**config.mk**
```make
export PLATFORM = sky130hd
export DESIGN_NAME = afuTop
export DESIGN_NICKNAME = d
export VERILOG_FILES = /design/src/source/afuPkg.sv /design/src/source/ccipPkg.sv /design/src/source/afuTop.sv /design/src/source/requestArbiter.sv /design/src/source/laneEngine.sv /design/src/source/lineDispatcher.sv /design/src/source/ccipWiresToMpf.sv
export VERILOG_INCLUDE_DIRS = /design/src /design/src/source
export SDC_FILE = /design/constraint.sdc
export NUM_CORES = 1
export LEC_CHECK = 0
export BUFFER_PORTS_ARGS = -buffer_cell sky130_fd_sc_hd__buf_2
export CAP_MARGIN = 5
export CORE_MARGIN = 3
export CORE_UTILIZATION = 50
export CTS_CLUSTER_DIAMETER = 30
export DETAILED_ROUTE_END_ITERATION = 7
export PLACE_DENSITY = 0.68
export SYNTH_ARGS = -nofsm -noshare
export SYNTH_HDL_FRONTEND = slang
export SYNTH_SLANG_ARGS = --single-unit
```
**constraint.sdc**
```tcl
create_clock -name clk -period 9.2 [get_ports clk]
set_input_delay 1.84 -clock clk [delete_from_list [all_inputs] [get_ports clk]]
set_output_delay 1.84 -clock clk [all_outputs]
set_load 0.005 [all_outputs]
```
**src/source/afu_config.svh**
```systemverilog
//--------------------------------------------------------------------------
// Build options for the line transform accelerator
//--------------------------------------------------------------------------
`ifndef AFU_CONFIG_SVH
`define AFU_CONFIG_SVH

// Lane engines working in parallel
`define AFU_NUM_LANES   4

// Line and bus geometry
`define AFU_LINE_BITS   64          // Data bits per line
`define AFU_ADDR_BITS   16          // Line address width
`define AFU_TAG_BITS    8           // Lane number sits in the low tag bits

// Adapter register stages
`define AFU_REG_INPUTS  1           // Receive side
`define AFU_REG_OUTPUTS 0           // Transmit side

`endif
```
**src/source/afuPkg.sv**
```systemverilog
//--------------------------------------------------------------------------
// Accelerator internal types
// Opcodes, lane states and the host command
//--------------------------------------------------------------------------
`include "afu_config.svh"

package afuPkg;

    // Per line transform
    typedef enum logic [1:0] {
        OP_COPY    = 2'd0,
        OP_INVERT  = 2'd1,
        OP_XOR_KEY = 2'd2
    } opcodeT;

    // Lane engine FSM
    typedef enum logic [2:0] {
        IDLE       = 3'd0,
        READ_REQ   = 3'd1,     // Read request pending at arbiter
        READ_WAIT  = 3'd2,     // Waiting on read data
        WRITE_REQ  = 3'd3,     // Write request pending at arbiter
        WRITE_WAIT = 3'd4      // Waiting on write ack
    } laneStateT;

    // Command from the host
    typedef struct packed {
        opcodeT                    opcode;
        logic [`AFU_ADDR_BITS-1:0] srcBase;
        logic [`AFU_ADDR_BITS-1:0] dstBase;
        logic [`AFU_ADDR_BITS-1:0] numLines;
        logic [`AFU_LINE_BITS-1:0] key;       // XOR operand
    } afuCmdT;

endpackage

```
**src/source/ccipPkg.sv**
```systemverilog
//--------------------------------------------------------------------------
// Platform channel types
// Transmit and receive bundles plus the per channel headers
//--------------------------------------------------------------------------
`include "afu_config.svh"

package ccipPkg;

    // Request header shared by reads and writes
    typedef struct packed {
        logic [`AFU_ADDR_BITS-1:0] addr;
        logic [`AFU_TAG_BITS-1:0]  tag;
    } ccipReqHdrT;

    // c0 transmit, read request
    typedef struct packed {
        logic       valid;
        ccipReqHdrT hdr;
    } ccipC0TxT;

    // c1 transmit, write request with its line
    typedef struct packed {
        logic                      valid;
        ccipReqHdrT                hdr;
        logic [`AFU_LINE_BITS-1:0] data;
    } ccipC1TxT;

    // c0 receive, read data
    typedef struct packed {
        logic                      valid;
        logic [`AFU_TAG_BITS-1:0]  tag;
        logic [`AFU_LINE_BITS-1:0] data;
    } ccipC0RxT;

    // c1 receive, write ack
    typedef struct packed {
        logic                     valid;
        logic [`AFU_TAG_BITS-1:0] tag;
    } ccipC1RxT;

    typedef struct packed {
        ccipC0TxT c0;
        ccipC1TxT c1;
    } ccipTxT;

    typedef struct packed {
        ccipC0RxT c0;
        ccipC1RxT c1;
        logic     c0TxAlmFull;     // Read request channel nearly full
        logic     c1TxAlmFull;     // Write request channel nearly full
    } ccipRxT;

endpackage

```
**src/source/afuTop.sv**
```systemverilog
//--------------------------------------------------------------------------
// Line transform accelerator top level
//--------------------------------------------------------------------------
`timescale 1ns/1ps
`include "afu_config.svh"

module afuTop
(
    input  logic            clk,
    input  logic            rstN,
    input  ccipPkg::ccipRxT rxData,
    output ccipPkg::ccipTxT txData,
    input  logic            cmdStart,
    input  afuPkg::afuCmdT  cmd,
    output logic            busy,
    output logic            done
);

    // Internal channels
    ccipPkg::ccipC0TxT         c0Tx;
    ccipPkg::ccipC1TxT         c1Tx;
    ccipPkg::ccipC0RxT         c0Rx;
    ccipPkg::ccipC1RxT         c1Rx;
    logic                      c0TxAlmFull;
    logic                      c1TxAlmFull;

    // Dispatcher to lanes
    logic [`AFU_NUM_LANES-1:0] laneStart;
    logic [`AFU_NUM_LANES-1:0] laneReady;
    logic [`AFU_NUM_LANES-1:0] laneDone;
    logic [`AFU_ADDR_BITS-1:0] lineIndex;
    afuPkg::afuCmdT            laneCmd;

    // Lanes to arbiter
    ccipPkg::ccipC0TxT         rdReq [`AFU_NUM_LANES];
    ccipPkg::ccipC1TxT         wrReq [`AFU_NUM_LANES];
    logic [`AFU_NUM_LANES-1:0] rdGrant;
    logic [`AFU_NUM_LANES-1:0] wrGrant;

    ccipWiresToMpf ccipWiresToMpf_i
    (
        .clk         (clk),
        .rstN        (rstN),
        .txData      (txData),
        .rxData      (rxData),
        .c0Tx        (c0Tx),
        .c1Tx        (c1Tx),
        .c0Rx        (c0Rx),
        .c1Rx        (c1Rx),
        .c0TxAlmFull (c0TxAlmFull),
        .c1TxAlmFull (c1TxAlmFull)
    );

    lineDispatcher lineDispatcher_i
    (
        .clk       (clk),
        .rstN      (rstN),
        .cmdStart  (cmdStart),
        .cmd       (cmd),
        .laneReady (laneReady),
        .laneDone  (laneDone),
        .laneStart (laneStart),
        .lineIndex (lineIndex),
        .laneCmd   (laneCmd),
        .busy      (busy),
        .done      (done)
    );

    generate
        for (genvar i = 0; i < `AFU_NUM_LANES; i++)
        begin : gLane
            laneEngine #(.LANE_ID(i)) laneEngine_i
            (
                .clk       (clk),
                .rstN      (rstN),
                .laneStart (laneStart[i]),
                .lineIndex (lineIndex),
                .cmd       (laneCmd),
                .c0Rx      (c0Rx),
                .c1Rx      (c1Rx),
                .rdGrant   (rdGrant[i]),
                .wrGrant   (wrGrant[i]),
                .ready     (laneReady[i]),
                .laneDone  (laneDone[i]),
                .rdReq     (rdReq[i]),
                .wrReq     (wrReq[i])
            );
        end
    endgenerate

    requestArbiter requestArbiter_i
    (
        .clk         (clk),
        .rstN        (rstN),
        .rdReq       (rdReq),
        .wrReq       (wrReq),
        .c0TxAlmFull (c0TxAlmFull),
        .c1TxAlmFull (c1TxAlmFull),
        .rdGrant     (rdGrant),
        .wrGrant     (wrGrant),
        .c0Tx        (c0Tx),
        .c1Tx        (c1Tx)
    );

endmodule

```
**src/source/requestArbiter.sv**
```systemverilog
//--------------------------------------------------------------------------
// Request arbiter
// Round robin of lane reads and writes onto c0 and c1 under almost-full
//--------------------------------------------------------------------------
`timescale 1ns/1ps
`include "afu_config.svh"

module requestArbiter
(
    input  logic                      clk,
    input  logic                      rstN,
    input  ccipPkg::ccipC0TxT         rdReq [`AFU_NUM_LANES],
    input  ccipPkg::ccipC1TxT         wrReq [`AFU_NUM_LANES],
    input  logic                      c0TxAlmFull,
    input  logic                      c1TxAlmFull,
    output logic [`AFU_NUM_LANES-1:0] rdGrant,
    output logic [`AFU_NUM_LANES-1:0] wrGrant,
    output ccipPkg::ccipC0TxT         c0Tx,
    output ccipPkg::ccipC1TxT         c1Tx
);

    localparam int N         = `AFU_NUM_LANES;
    localparam int LANE_BITS = (N > 1) ? $clog2(N) : 1;

    logic [N-1:0]         rdPend;
    logic [N-1:0]         wrPend;
    logic [LANE_BITS-1:0] rdPtr;       // Highest priority reader
    logic [LANE_BITS-1:0] wrPtr;       // Highest priority writer
    logic [LANE_BITS-1:0] rdSel;
    logic [LANE_BITS-1:0] wrSel;
    logic                 rdFire;
    logic                 wrFire;

    // First pending lane at or after ptr
    function automatic logic [LANE_BITS-1:0] rrPick(
        input logic [LANE_BITS-1:0] ptr,
        input logic [N-1:0]         req
    );
        logic [LANE_BITS-1:0] pick;
        int                   idx;
        pick = ptr;
        for (int off = N - 1; off >= 0; off--)
        begin
            idx = (int'(ptr) + off) % N;
            if (req[idx])
                pick = LANE_BITS'(idx);
        end
        return pick;
    endfunction

    function automatic logic [LANE_BITS-1:0] nextPtr(input logic [LANE_BITS-1:0] sel);
        return (int'(sel) == N - 1) ? '0 : sel + 1'b1;
    endfunction

    always_comb
    begin
        for (int i = 0; i < N; i++)
        begin
            rdPend[i] = rdReq[i].valid;
            wrPend[i] = wrReq[i].valid;
        end
    end

    assign rdSel  = rrPick(rdPtr, rdPend);
    assign wrSel  = rrPick(wrPtr, wrPend);
    assign rdFire = (|rdPend) && !c0TxAlmFull;     // Stall while nearly full
    assign wrFire = (|wrPend) && !c1TxAlmFull;

    assign rdGrant = N'(rdFire) << rdSel;
    assign wrGrant = N'(wrFire) << wrSel;

    // Winner goes straight to the adapter
    always_comb
    begin
        c0Tx       = rdReq[rdSel];
        c0Tx.valid = rdFire;
        c1Tx       = wrReq[wrSel];
        c1Tx.valid = wrFire;
    end

    always_ff @(posedge clk or negedge rstN)
    begin
        if (!rstN)
        begin
            rdPtr <= '0;
            wrPtr <= '0;
        end
        else
        begin
            if (rdFire)
                rdPtr <= nextPtr(rdSel);
            if (wrFire)
                wrPtr <= nextPtr(wrSel);
        end
    end

endmodule

```
**src/source/laneEngine.sv**
```systemverilog
//--------------------------------------------------------------------------
// Lane engine
// Reads one line, transforms it and writes it back, one line at a time
//--------------------------------------------------------------------------
`timescale 1ns/1ps
`include "afu_config.svh"

module laneEngine
#(
    parameter int LANE_ID = 0
)
(
    input  logic                      clk,
    input  logic                      rstN,
    input  logic                      laneStart,
    input  logic [`AFU_ADDR_BITS-1:0] lineIndex,
    input  afuPkg::afuCmdT            cmd,
    input  ccipPkg::ccipC0RxT         c0Rx,       // Broadcast read data
    input  ccipPkg::ccipC1RxT         c1Rx,       // Broadcast write acks
    input  logic                      rdGrant,
    input  logic                      wrGrant,
    output logic                      ready,
    output logic                      laneDone,
    output ccipPkg::ccipC0TxT         rdReq,
    output ccipPkg::ccipC1TxT         wrReq
);

    localparam int LANE_BITS = (`AFU_NUM_LANES > 1) ? $clog2(`AFU_NUM_LANES) : 1;

    afuPkg::laneStateT         state;
    logic [`AFU_ADDR_BITS-1:0] lineQ;
    logic [`AFU_LINE_BITS-1:0] dataQ;     // Transformed line
    logic                      seq;       // Flips per line
    logic [`AFU_TAG_BITS-1:0]  myTag;
    logic                      rdHit;
    logic                      wrHit;

    function automatic logic [`AFU_LINE_BITS-1:0] transform(
        input afuPkg::opcodeT            op,
        input logic [`AFU_LINE_BITS-1:0] d,
        input logic [`AFU_LINE_BITS-1:0] key
    );
        case (op)
            afuPkg::OP_INVERT:  return ~d;
            afuPkg::OP_XOR_KEY: return d ^ key;
            default:            return d;       // OP_COPY
        endcase
    endfunction

    // Tag is {sequence bit, lane number}
    assign myTag = `AFU_TAG_BITS'({seq, LANE_BITS'(LANE_ID)});
    assign rdHit = c0Rx.valid && (c0Rx.tag == myTag);
    assign wrHit = c1Rx.valid && (c1Rx.tag == myTag);
    assign ready = (state == afuPkg::IDLE);

    // Request levels to the arbiter
    always_comb
    begin
        rdReq.valid    = (state == afuPkg::READ_REQ);
        rdReq.hdr.addr = cmd.srcBase + lineQ;
        rdReq.hdr.tag  = myTag;
        wrReq.valid    = (state == afuPkg::WRITE_REQ);
        wrReq.hdr.addr = cmd.dstBase + lineQ;
        wrReq.hdr.tag  = myTag;
        wrReq.data     = dataQ;
    end

    //----------------------------------------------------------------------
    // Lane FSM
    //----------------------------------------------------------------------
    always_ff @(posedge clk or negedge rstN)
    begin
        if (!rstN)
        begin
            state    <= afuPkg::IDLE;
            seq      <= 1'b0;
            laneDone <= 1'b0;
        end
        else
        begin
            laneDone <= 1'b0;
            case (state)
                afuPkg::IDLE:
                    if (laneStart)
                        state <= afuPkg::READ_REQ;
                afuPkg::READ_REQ:
                    if (rdGrant)
                        state <= afuPkg::READ_WAIT;
                afuPkg::READ_WAIT:
                    if (rdHit)
                        state <= afuPkg::WRITE_REQ;
                afuPkg::WRITE_REQ:
                    if (wrGrant)
                        state <= afuPkg::WRITE_WAIT;
                afuPkg::WRITE_WAIT:
                    if (wrHit)
                    begin
                        state    <= afuPkg::IDLE;
                        seq      <= ~seq;
                        laneDone <= 1'b1;     // One cycle after the ack
                    end
                default:
                    state <= afuPkg::IDLE;
            endcase
        end
    end

    // Line index and data
    always_ff @(posedge clk)
    begin
        if (laneStart && ready)
            lineQ <= lineIndex;
        if ((state == afuPkg::READ_WAIT) && rdHit)
            dataQ <= transform(cmd.opcode, c0Rx.data, cmd.key);
    end

endmodule

```
**src/source/lineDispatcher.sv**
```systemverilog
//--------------------------------------------------------------------------
// Line dispatcher
// Hands line indices to idle lanes and counts completions
//--------------------------------------------------------------------------
`timescale 1ns/1ps
`include "afu_config.svh"

module lineDispatcher
(
    input  logic                      clk,
    input  logic                      rstN,
    input  logic                      cmdStart,    // One cycle strobe
    input  afuPkg::afuCmdT            cmd,
    input  logic [`AFU_NUM_LANES-1:0] laneReady,
    input  logic [`AFU_NUM_LANES-1:0] laneDone,
    output logic [`AFU_NUM_LANES-1:0] laneStart,
    output logic [`AFU_ADDR_BITS-1:0] lineIndex,
    output afuPkg::afuCmdT            laneCmd,     // Latched command to lanes
    output logic                      busy,
    output logic                      done
);

    localparam int CNT_BITS = $clog2(`AFU_NUM_LANES + 1);

    afuPkg::afuCmdT            cmdQ;
    logic [`AFU_ADDR_BITS-1:0] issued;        // Lines handed out
    logic [`AFU_ADDR_BITS-1:0] finished;      // Lines acknowledged
    logic [`AFU_ADDR_BITS-1:0] finishedNext;
    logic [CNT_BITS-1:0]       doneInc;       // Lane done pulses this cycle
    logic                      canIssue;
    logic                      found;

    assign canIssue     = busy && (issued != cmdQ.numLines);
    assign lineIndex    = issued;
    assign laneCmd      = cmdQ;
    assign finishedNext = finished + `AFU_ADDR_BITS'(doneInc);

    // Lowest numbered ready lane wins
    always_comb
    begin
        laneStart = '0;
        found     = 1'b0;
        for (int i = 0; i < `AFU_NUM_LANES; i++)
        begin
            if (canIssue && laneReady[i] && !found)
            begin
                laneStart[i] = 1'b1;
                found        = 1'b1;
            end
        end
    end

    // Several lanes may finish together
    always_comb
    begin
        doneInc = '0;
        for (int i = 0; i < `AFU_NUM_LANES; i++)
            doneInc = doneInc + CNT_BITS'(laneDone[i]);
    end

    always_ff @(posedge clk or negedge rstN)
    begin
        if (!rstN)
        begin
            busy     <= 1'b0;
            done     <= 1'b0;
            issued   <= '0;
            finished <= '0;
        end
        else
        begin
            done <= 1'b0;
            if (!busy)
            begin
                if (cmdStart)
                begin
                    busy     <= (cmd.numLines != '0);
                    done     <= (cmd.numLines == '0);   // Empty command ends at once
                    issued   <= '0;
                    finished <= '0;
                end
            end
            else
            begin
                if (found)
                    issued <= issued + 1'b1;
                finished <= finishedNext;
                if (finishedNext == cmdQ.numLines)
                begin
                    busy <= 1'b0;
                    done <= 1'b1;
                end
            end
        end
    end

    // Command held for the whole run, restart while busy ignored
    always_ff @(posedge clk)
    begin
        if (cmdStart && !busy)
            cmdQ <= cmd;
    end

endmodule

```
**src/source/ccipWiresToMpf.sv**
```systemverilog
//--------------------------------------------------------------------------
// Platform wire adapter
// Splits the bundled wires into internal channels with optional registers
//--------------------------------------------------------------------------
`timescale 1ns/1ps
`include "afu_config.svh"

module ccipWiresToMpf
(
    input  logic              clk,            // Platform interface clock
    input  logic              rstN,           // Platform soft reset
    output ccipPkg::ccipTxT   txData,
    input  ccipPkg::ccipRxT   rxData,
    input  ccipPkg::ccipC0TxT c0Tx,
    input  ccipPkg::ccipC1TxT c1Tx,
    output ccipPkg::ccipC0RxT c0Rx,
    output ccipPkg::ccipC1RxT c1Rx,
    output logic              c0TxAlmFull,
    output logic              c1TxAlmFull
);

    generate
        // Receive side, data plus almost-full flags
        if (`AFU_REG_INPUTS != 0)
        begin : gRegIn
            always_ff @(posedge clk or negedge rstN)
            begin
                if (!rstN)
                begin
                    c0Rx.valid  <= 1'b0;      // Payload keeps its value
                    c1Rx.valid  <= 1'b0;
                    c0TxAlmFull <= 1'b0;
                    c1TxAlmFull <= 1'b0;
                end
                else
                begin
                    c0Rx        <= rxData.c0;
                    c1Rx        <= rxData.c1;  // Acks come from c1
                    c0TxAlmFull <= rxData.c0TxAlmFull;
                    c1TxAlmFull <= rxData.c1TxAlmFull;
                end
            end
        end
        else
        begin : gWireIn
            assign c0Rx        = rxData.c0;
            assign c1Rx        = rxData.c1;
            assign c0TxAlmFull = rxData.c0TxAlmFull;
            assign c1TxAlmFull = rxData.c1TxAlmFull;
        end

        // Transmit side
        if (`AFU_REG_OUTPUTS != 0)
        begin : gRegOut
            always_ff @(posedge clk or negedge rstN)
            begin
                if (!rstN)
                begin
                    txData.c0.valid <= 1'b0;
                    txData.c1.valid <= 1'b0;
                end
                else
                begin
                    txData.c0 <= c0Tx;
                    txData.c1 <= c1Tx;
                end
            end
        end
        else
        begin : gWireOut
            assign txData.c0 = c0Tx;
            assign txData.c1 = c1Tx;
        end
    endgenerate

endmodule

```
* Word-level counts from Yosys, hierarchy flattened
Index checks and enable logic that the tools add are counted.
** Word-level totals
- Bits in registers :: 576
- Word-level logic and storage cells :: 281
- Memories :: 0
- Memory bits (read-only) :: 0
- RAM bits :: 0
- Bits of input ports :: 201
- Bits in latches :: 0
- Output and inout port bits :: 116
** Cells by class
- Order comparisons :: 10
- $mul :: 0
- Muxes and demuxes :: 88
- Reduce and logical (&&, ||, !) cells :: 57
- Bitwise gates (word level) :: 14
- Shift operators :: 2
- Divide/modulo/power cells :: 0
- Add/subtract/negate cells :: 21
- Equal/unequal tests :: 51
** Operator list (count)
- $bmux 89 s2 :: 1
- $mux 88 :: 2
- $add 16x16->16 :: 8
- $pmux 64 s2 :: 1
- $eq 8x3->1 :: 8
- $mux 16 :: 4
- $not 64->64 :: 1
- $xor 64x64->64 :: 1
- $mux 3 :: 20
- $pmux 3 s5 :: 4
- $bmux 25 s2 :: 1
- $mux 24 :: 2
- $mux 1 :: 35
- $ne 2x1->1 const B :: 16
- $logic_and 1x1->1 :: 27
- $eq 3x2->1 const B :: 8
- $lt 3x4->1 const B :: 6
- $mux 2 :: 10
- $reduce_and 5->1 :: 4
- $add 16x1->16 const B :: 1
- $add 16x3->16 :: 1
- $bmux 1 s2 :: 8
- $eq 16x16->1 :: 1
- $logic_not 16->1 :: 1
- 23 further kinds :: 72

* Depth between registers and ports, before layout
- Depth after elaboration :: 15
- Depth in mapped cells :: 15
- Mapped depth without buffers :: 15

* By module
From an unflattened synthesis, not the netlist that was laid out.
** Second synthesis, totals
- Cells, all modules :: 3736
- Area, all modules :: 39621.8 um2
** Modules (own cells, without submodules)
- laneEngine at gLane[3].laneEngine_i :: times used 1, seq. area each 2527.4 um2, area each 6571.3 um2, cells each 702
- laneEngine at gLane[1].laneEngine_i :: times used 1, seq. area each 2527.4 um2, area each 6530.0 um2, cells each 668
- laneEngine at gLane[2].laneEngine_i :: times used 1, seq. area each 2527.4 um2, area each 6413.7 um2, cells each 655
- laneEngine at gLane[0].laneEngine_i :: times used 1, seq. area each 2527.4 um2, area each 6392.4 um2, cells each 642
- lineDispatcher :: times used 1, seq. area each 4274.1 um2, area each 6034.5 um2, cells each 416
- requestArbiter :: times used 1, seq. area each 100.1 um2, area each 4321.6 um2, cells each 455
- ccipWiresToMpf :: times used 1, seq. area each 2502.4 um2, area each 3358.2 um2, cells each 198

* Least setup slack after synthesis
OpenSTA, ideal clock, no wires.
- Path type :: reg2reg
- Start point :: reg, netlist name ccipWiresToMpf_i.c0Rx[67]
- End point :: reg gLane[2].laneEngine_i.dataQ[0] (enable)
- Stages on the path, launching flop included :: 6
- Path slack :: 3.376 ns
- Clock period less this slack :: 5.824 ns
- Arrival time :: 5.259 ns
- Required time :: 8.635 ns
- Cells stage by stage :: edfxtp_1 > nor4_1 > nand3b_1 > inv_1 > nand2_1 > nor3_1
** On the way
- Word-level cells in the longest chain between the ends :: 3
** Ends and longest elaborated chain
- $eq 8x3->1 :: RTL line laneEngine.sv:52 : assign rdHit = c0Rx.valid && (c0Rx.tag == myTag);
- $logic_and 1x1->1 :: RTL line laneEngine.sv:52
- $logic_and 1x1->1 :: RTL line laneEngine.sv:113 : if ((state == afuPkg::READ_WAIT) && rdHit)
- to (signal assigned) :: RTL line laneEngine.sv:114 : dataQ <= transform(cmd.opcode, c0Rx.data, cmd.key);
- to (decl) :: RTL line laneEngine.sv:32 : logic [`AFU_LINE_BITS-1:0] dataQ;
Every way passes these cells.
A chain may end at the register's enable or synchronous reset.

==> impl_results.md <==
* DP Wirelength at 55,450 µm
* WL/cell at 21.93 µm
* I/O pin total at 317
* WP data arrival at 4.54 ns
* Kind of end point of the critical path: output pin
* Netlist Area Pre-Place at 29,230 µm²
* CTS tree: yes
* Final period util at 0.6939
* Mapped Cells at 2,500
* Min Tclk post-route at 6.384 ns
* R2r setup slk at 5.33 ns
* Vias at 21,810
* Die span in x at 247.8 µm
* Post-synthesis mux area share at 0.005221
* IO buf count at 306
* Sw Pwr at 0.005043 W
* Tightest Pin Transition at 1.118 ns
* WHS Path Cells at 1
* Setup Viol. Count Final at 0
* Cell with the most instances after synthesis: edfxtp_1
* Sequential share of the synthesized area at 0.5810
* Largest net degree at the start of global routing at 91
* Core area at 57,810 µm²
* Yosys warns at 0
* Simple-Gate Fraction of Synth Area at 0.1200
* Synth cell types at 76
* Ys async rst share at 0.1076
* Seq pwr share at 0.261
* Place WS at 3.479 ns
* Internal at 0.007992 W
* Post-synthesis adder-cell area fraction at 0.06163
* Worst endpoint required time at 7.36 ns
* Share of cells above drive strength 1 at 0.1919
* Maxcap violations at 0
* Multi-input logic area at 11,610 µm²
* Max stage delay cell, worst path: buf_4
* Peak VDD IR at 0.3723 mV
* Initial antenna violation count at 28
* Cts bufs inserted at 112
* Number of detailed-route iterations in the first pass at 5
* Post-Route Utilization at 0.6148
* CP startpoint kind: flop
* DRT iter0 DRCs at 1,551
* Layout area overhead at 21.57%
* Slew headroom at 0.2548
* CTS Sinks at 576
* Hold/Removal Path Class: flop to flop
* Skew final at 0.08238 ns
* Vias in the first global route at 21,630
* Nets@finish at 3,158
* CP Max Fanout at 87
* # rows at 88
* First-pass GRT wire length at 123,300 µm
* Worst skew pair latency at 0.69 ns
* Vias/cell at 5.888
* Total grt overflow at 0
* Final WS setup at 2.816 ns
* Post-synth EDFFs at 514
* PwrDens at 366.8 nW/µm²
* Setup TNS at 0 ns
* CTS resizes at 0
* Comb power frac at 0.411
* Leakage power at 13.44 nW
* Sw Ratio at 0.3869
* Synth area leaders: edfxtp_1 (53%), ha_1 (5.5%), dfrtp_1 (5.3%)
* Biggest area consumer among synthesized cells: edfxtp_1
* Synth top area share at 0.5280
* Critical path cell sequence: nand3b_1 -> nor2_1 -> o211ai_1 -> and3_4 -> inv_4 -> buf_4 -> a211oi_1 -> a31oi_1 -> buf_2
* Postcts setup bufs at 0
* Root Driver: clkbuf_16
* Hold Crit Endpoint: lineDispatcher_i.finished[0]
* Primary FF master, synth: edfxtp_1
* Post-synthesis register bit count at 576
* GR Util All Layers at 0.2625
* CTS Hold Bufs at 0
* Final GP Congestion at 0.9204
* Layout fillers at 4,440
* RSZ-0062 raised after global routing: false
* CTS HTree Levels at 3
* Die area at 61,400 µm²
* Part of the power in the clock network at 0.328
* DRC violations left at 0
* RR Endpoint: lineDispatcher_i.busy
* Final ANT Viol Nets at 0
* Routed WL at 81,220 µm
* Max Clk Rate at 156.6 MHz
* Largest family of logic cells by synthesized area: compound AO/OA/AOI/OAI gates
* Commonest cells post-synth: edfxtp_1 (514), nand2_1 (245), a21oi_1 (162)
* CP max stage delay at 0.80 ns
* Clock-pin slew on the worst setup and hold paths at 0.05 ns
* Fraction of the mapped netlist area in compound gates at 0.1585
* R2R Path Start: gLane[0].laneEngine_i.laneDone
* Max Buffers Root-to-Sink at 3
* Final hold vios at 0
* Outcome: completed
* WS Path Type: flop to output pin
* Die height at 247.8 µm
* Slew Viols, Final at 0
* Synth Area in XOR/XNOR at 0.04764
* Register area at 16,990 µm²
* Syn avg cell area at 11.69 µm²
* FF-to-FF path depth at 14
* Critical hold path startpoint: lineDispatcher_i.finished[0]
* Initial Util at 0.5057
## routing by layer
metal,share of wire,global-route usage
met5,0.0023,0
met1,0.41,0.3450
met3,0.085,0.06968
met2,0.47,0.4185
met4,0.034,0.1004
## sequential cells by signal, indices dropped and copies added (netlist names), 2 cells and up
register,count
requestArbiter_i.wrPtr,2
gLane.laneEngine_i.laneDone,4
ccipWiresToMpf_i.c1Rx,9
requestArbiter_i.rdPtr,2
lineDispatcher_i.finished,16
lineDispatcher_i.lineIndex,16
gLane.laneEngine_i.seq,4
gLane.laneEngine_i.lineQ,64
gLane.laneEngine_i.state,12
ccipWiresToMpf_i.c0Rx,73
gLane.laneEngine_i.dataQ,256
lineDispatcher_i.laneCmd,114
## worst max path at each step
stage | start | slack, ns | endpoint
3_5_place_dp | gLane[2].laneEngine_i.state[2] | 3.48 | txData[45]
6_report | gLane[2].laneEngine_i.state[2] | 2.82 | txData[45]
3_3_place_gp | gLane[2].laneEngine_i.state[2] | 3.66 | txData[45]
4_1_cts | gLane[2].laneEngine_i.state[2] | 2.75 | txData[45]
5_1_grt | gLane[2].laneEngine_i.state[2] | 2.52 | txData[45]
2_1_floorplan | ccipWiresToMpf_i.c0Rx[67] | 3.38 | gLane[2].laneEngine_i.dataQ[0]
## placed cells by master, fill, tap and decap left out, drive strengths merged, types with 15 or more instances in the layout
master,instances
clkinv,33
o31ai,73
o21ai,167
diode,21
and2,81
o21a,28
bufinv,17
nor3,40
and3,21
xnor2,101
ha,128
a21oi,163
dfrtp,62
inv,65
xor2,58
edfxtp,514
a211oi,95
a21o,24
nor2b,80
nand2,245
nor2,128
nor4,15
a31oi,82
clkinvlp,16
or3,15
nand3,31
clkbuf,128
buf,325
## cells by family (layout without fill, tap and decap cells)
family,after synthesis,count (layout)
adder cells (fa/ha/maj),138,138
XOR/XNOR,159,159
AND/OR/NAND/NOR,714,714
other,1,31
flip-flops,576,576
AO/OA/AOI/OAI,725,725
multiplexers,12,12
buffers and inverters,175,584
## worst max-delay path, delay by kind of cell, from the launching register on
kind                   cells  cell delay (ns)
buffers and inverters      3             1.76
AO/OA/AOI/OAI              3             0.61
AND/OR/NAND/NOR            3             0.97
flip-flops                 1             0.47
## metrics by stage
step	std cells	area (µm²)	power [W]	hold WS, ns
floorplan	2509	29270	0.006795	0.4699
global placement	3470	31410	0.008619	0.4895
detailed placement	3470	31410	0.008740	0.4937
CTS	3683	35490	0.01307	0.5121
global route	3694	35520	0.01375	0.5300
finish	3704	35540	0.01303	0.5126
## power by group through the flow
stage	Combinational (W)	Sequential, W	Clock [W]
after floorplan	0.00349	0.00330	0
after global placement	0.00519	0.00343	0
after detailed placement	0.00530	0.00344	0
after CTS	0.00535	0.00340	0.00433
after global routing	0.00586	0.00343	0.00446
final	0.00536	0.00341	0.00427
## layout make-up
cell class              instances  area share
flip-flops and latches        576      0.4779
multi-input cells            1758      0.3266
clock buffers                 128     0.08284
repair buffers                325     0.04728
clock inverters                85     0.03190
well taps                     765     0.02693
inverters                      46    0.004999
diodes                         21    0.001479
No activity file was read; power rests on OpenSTA's default activity.
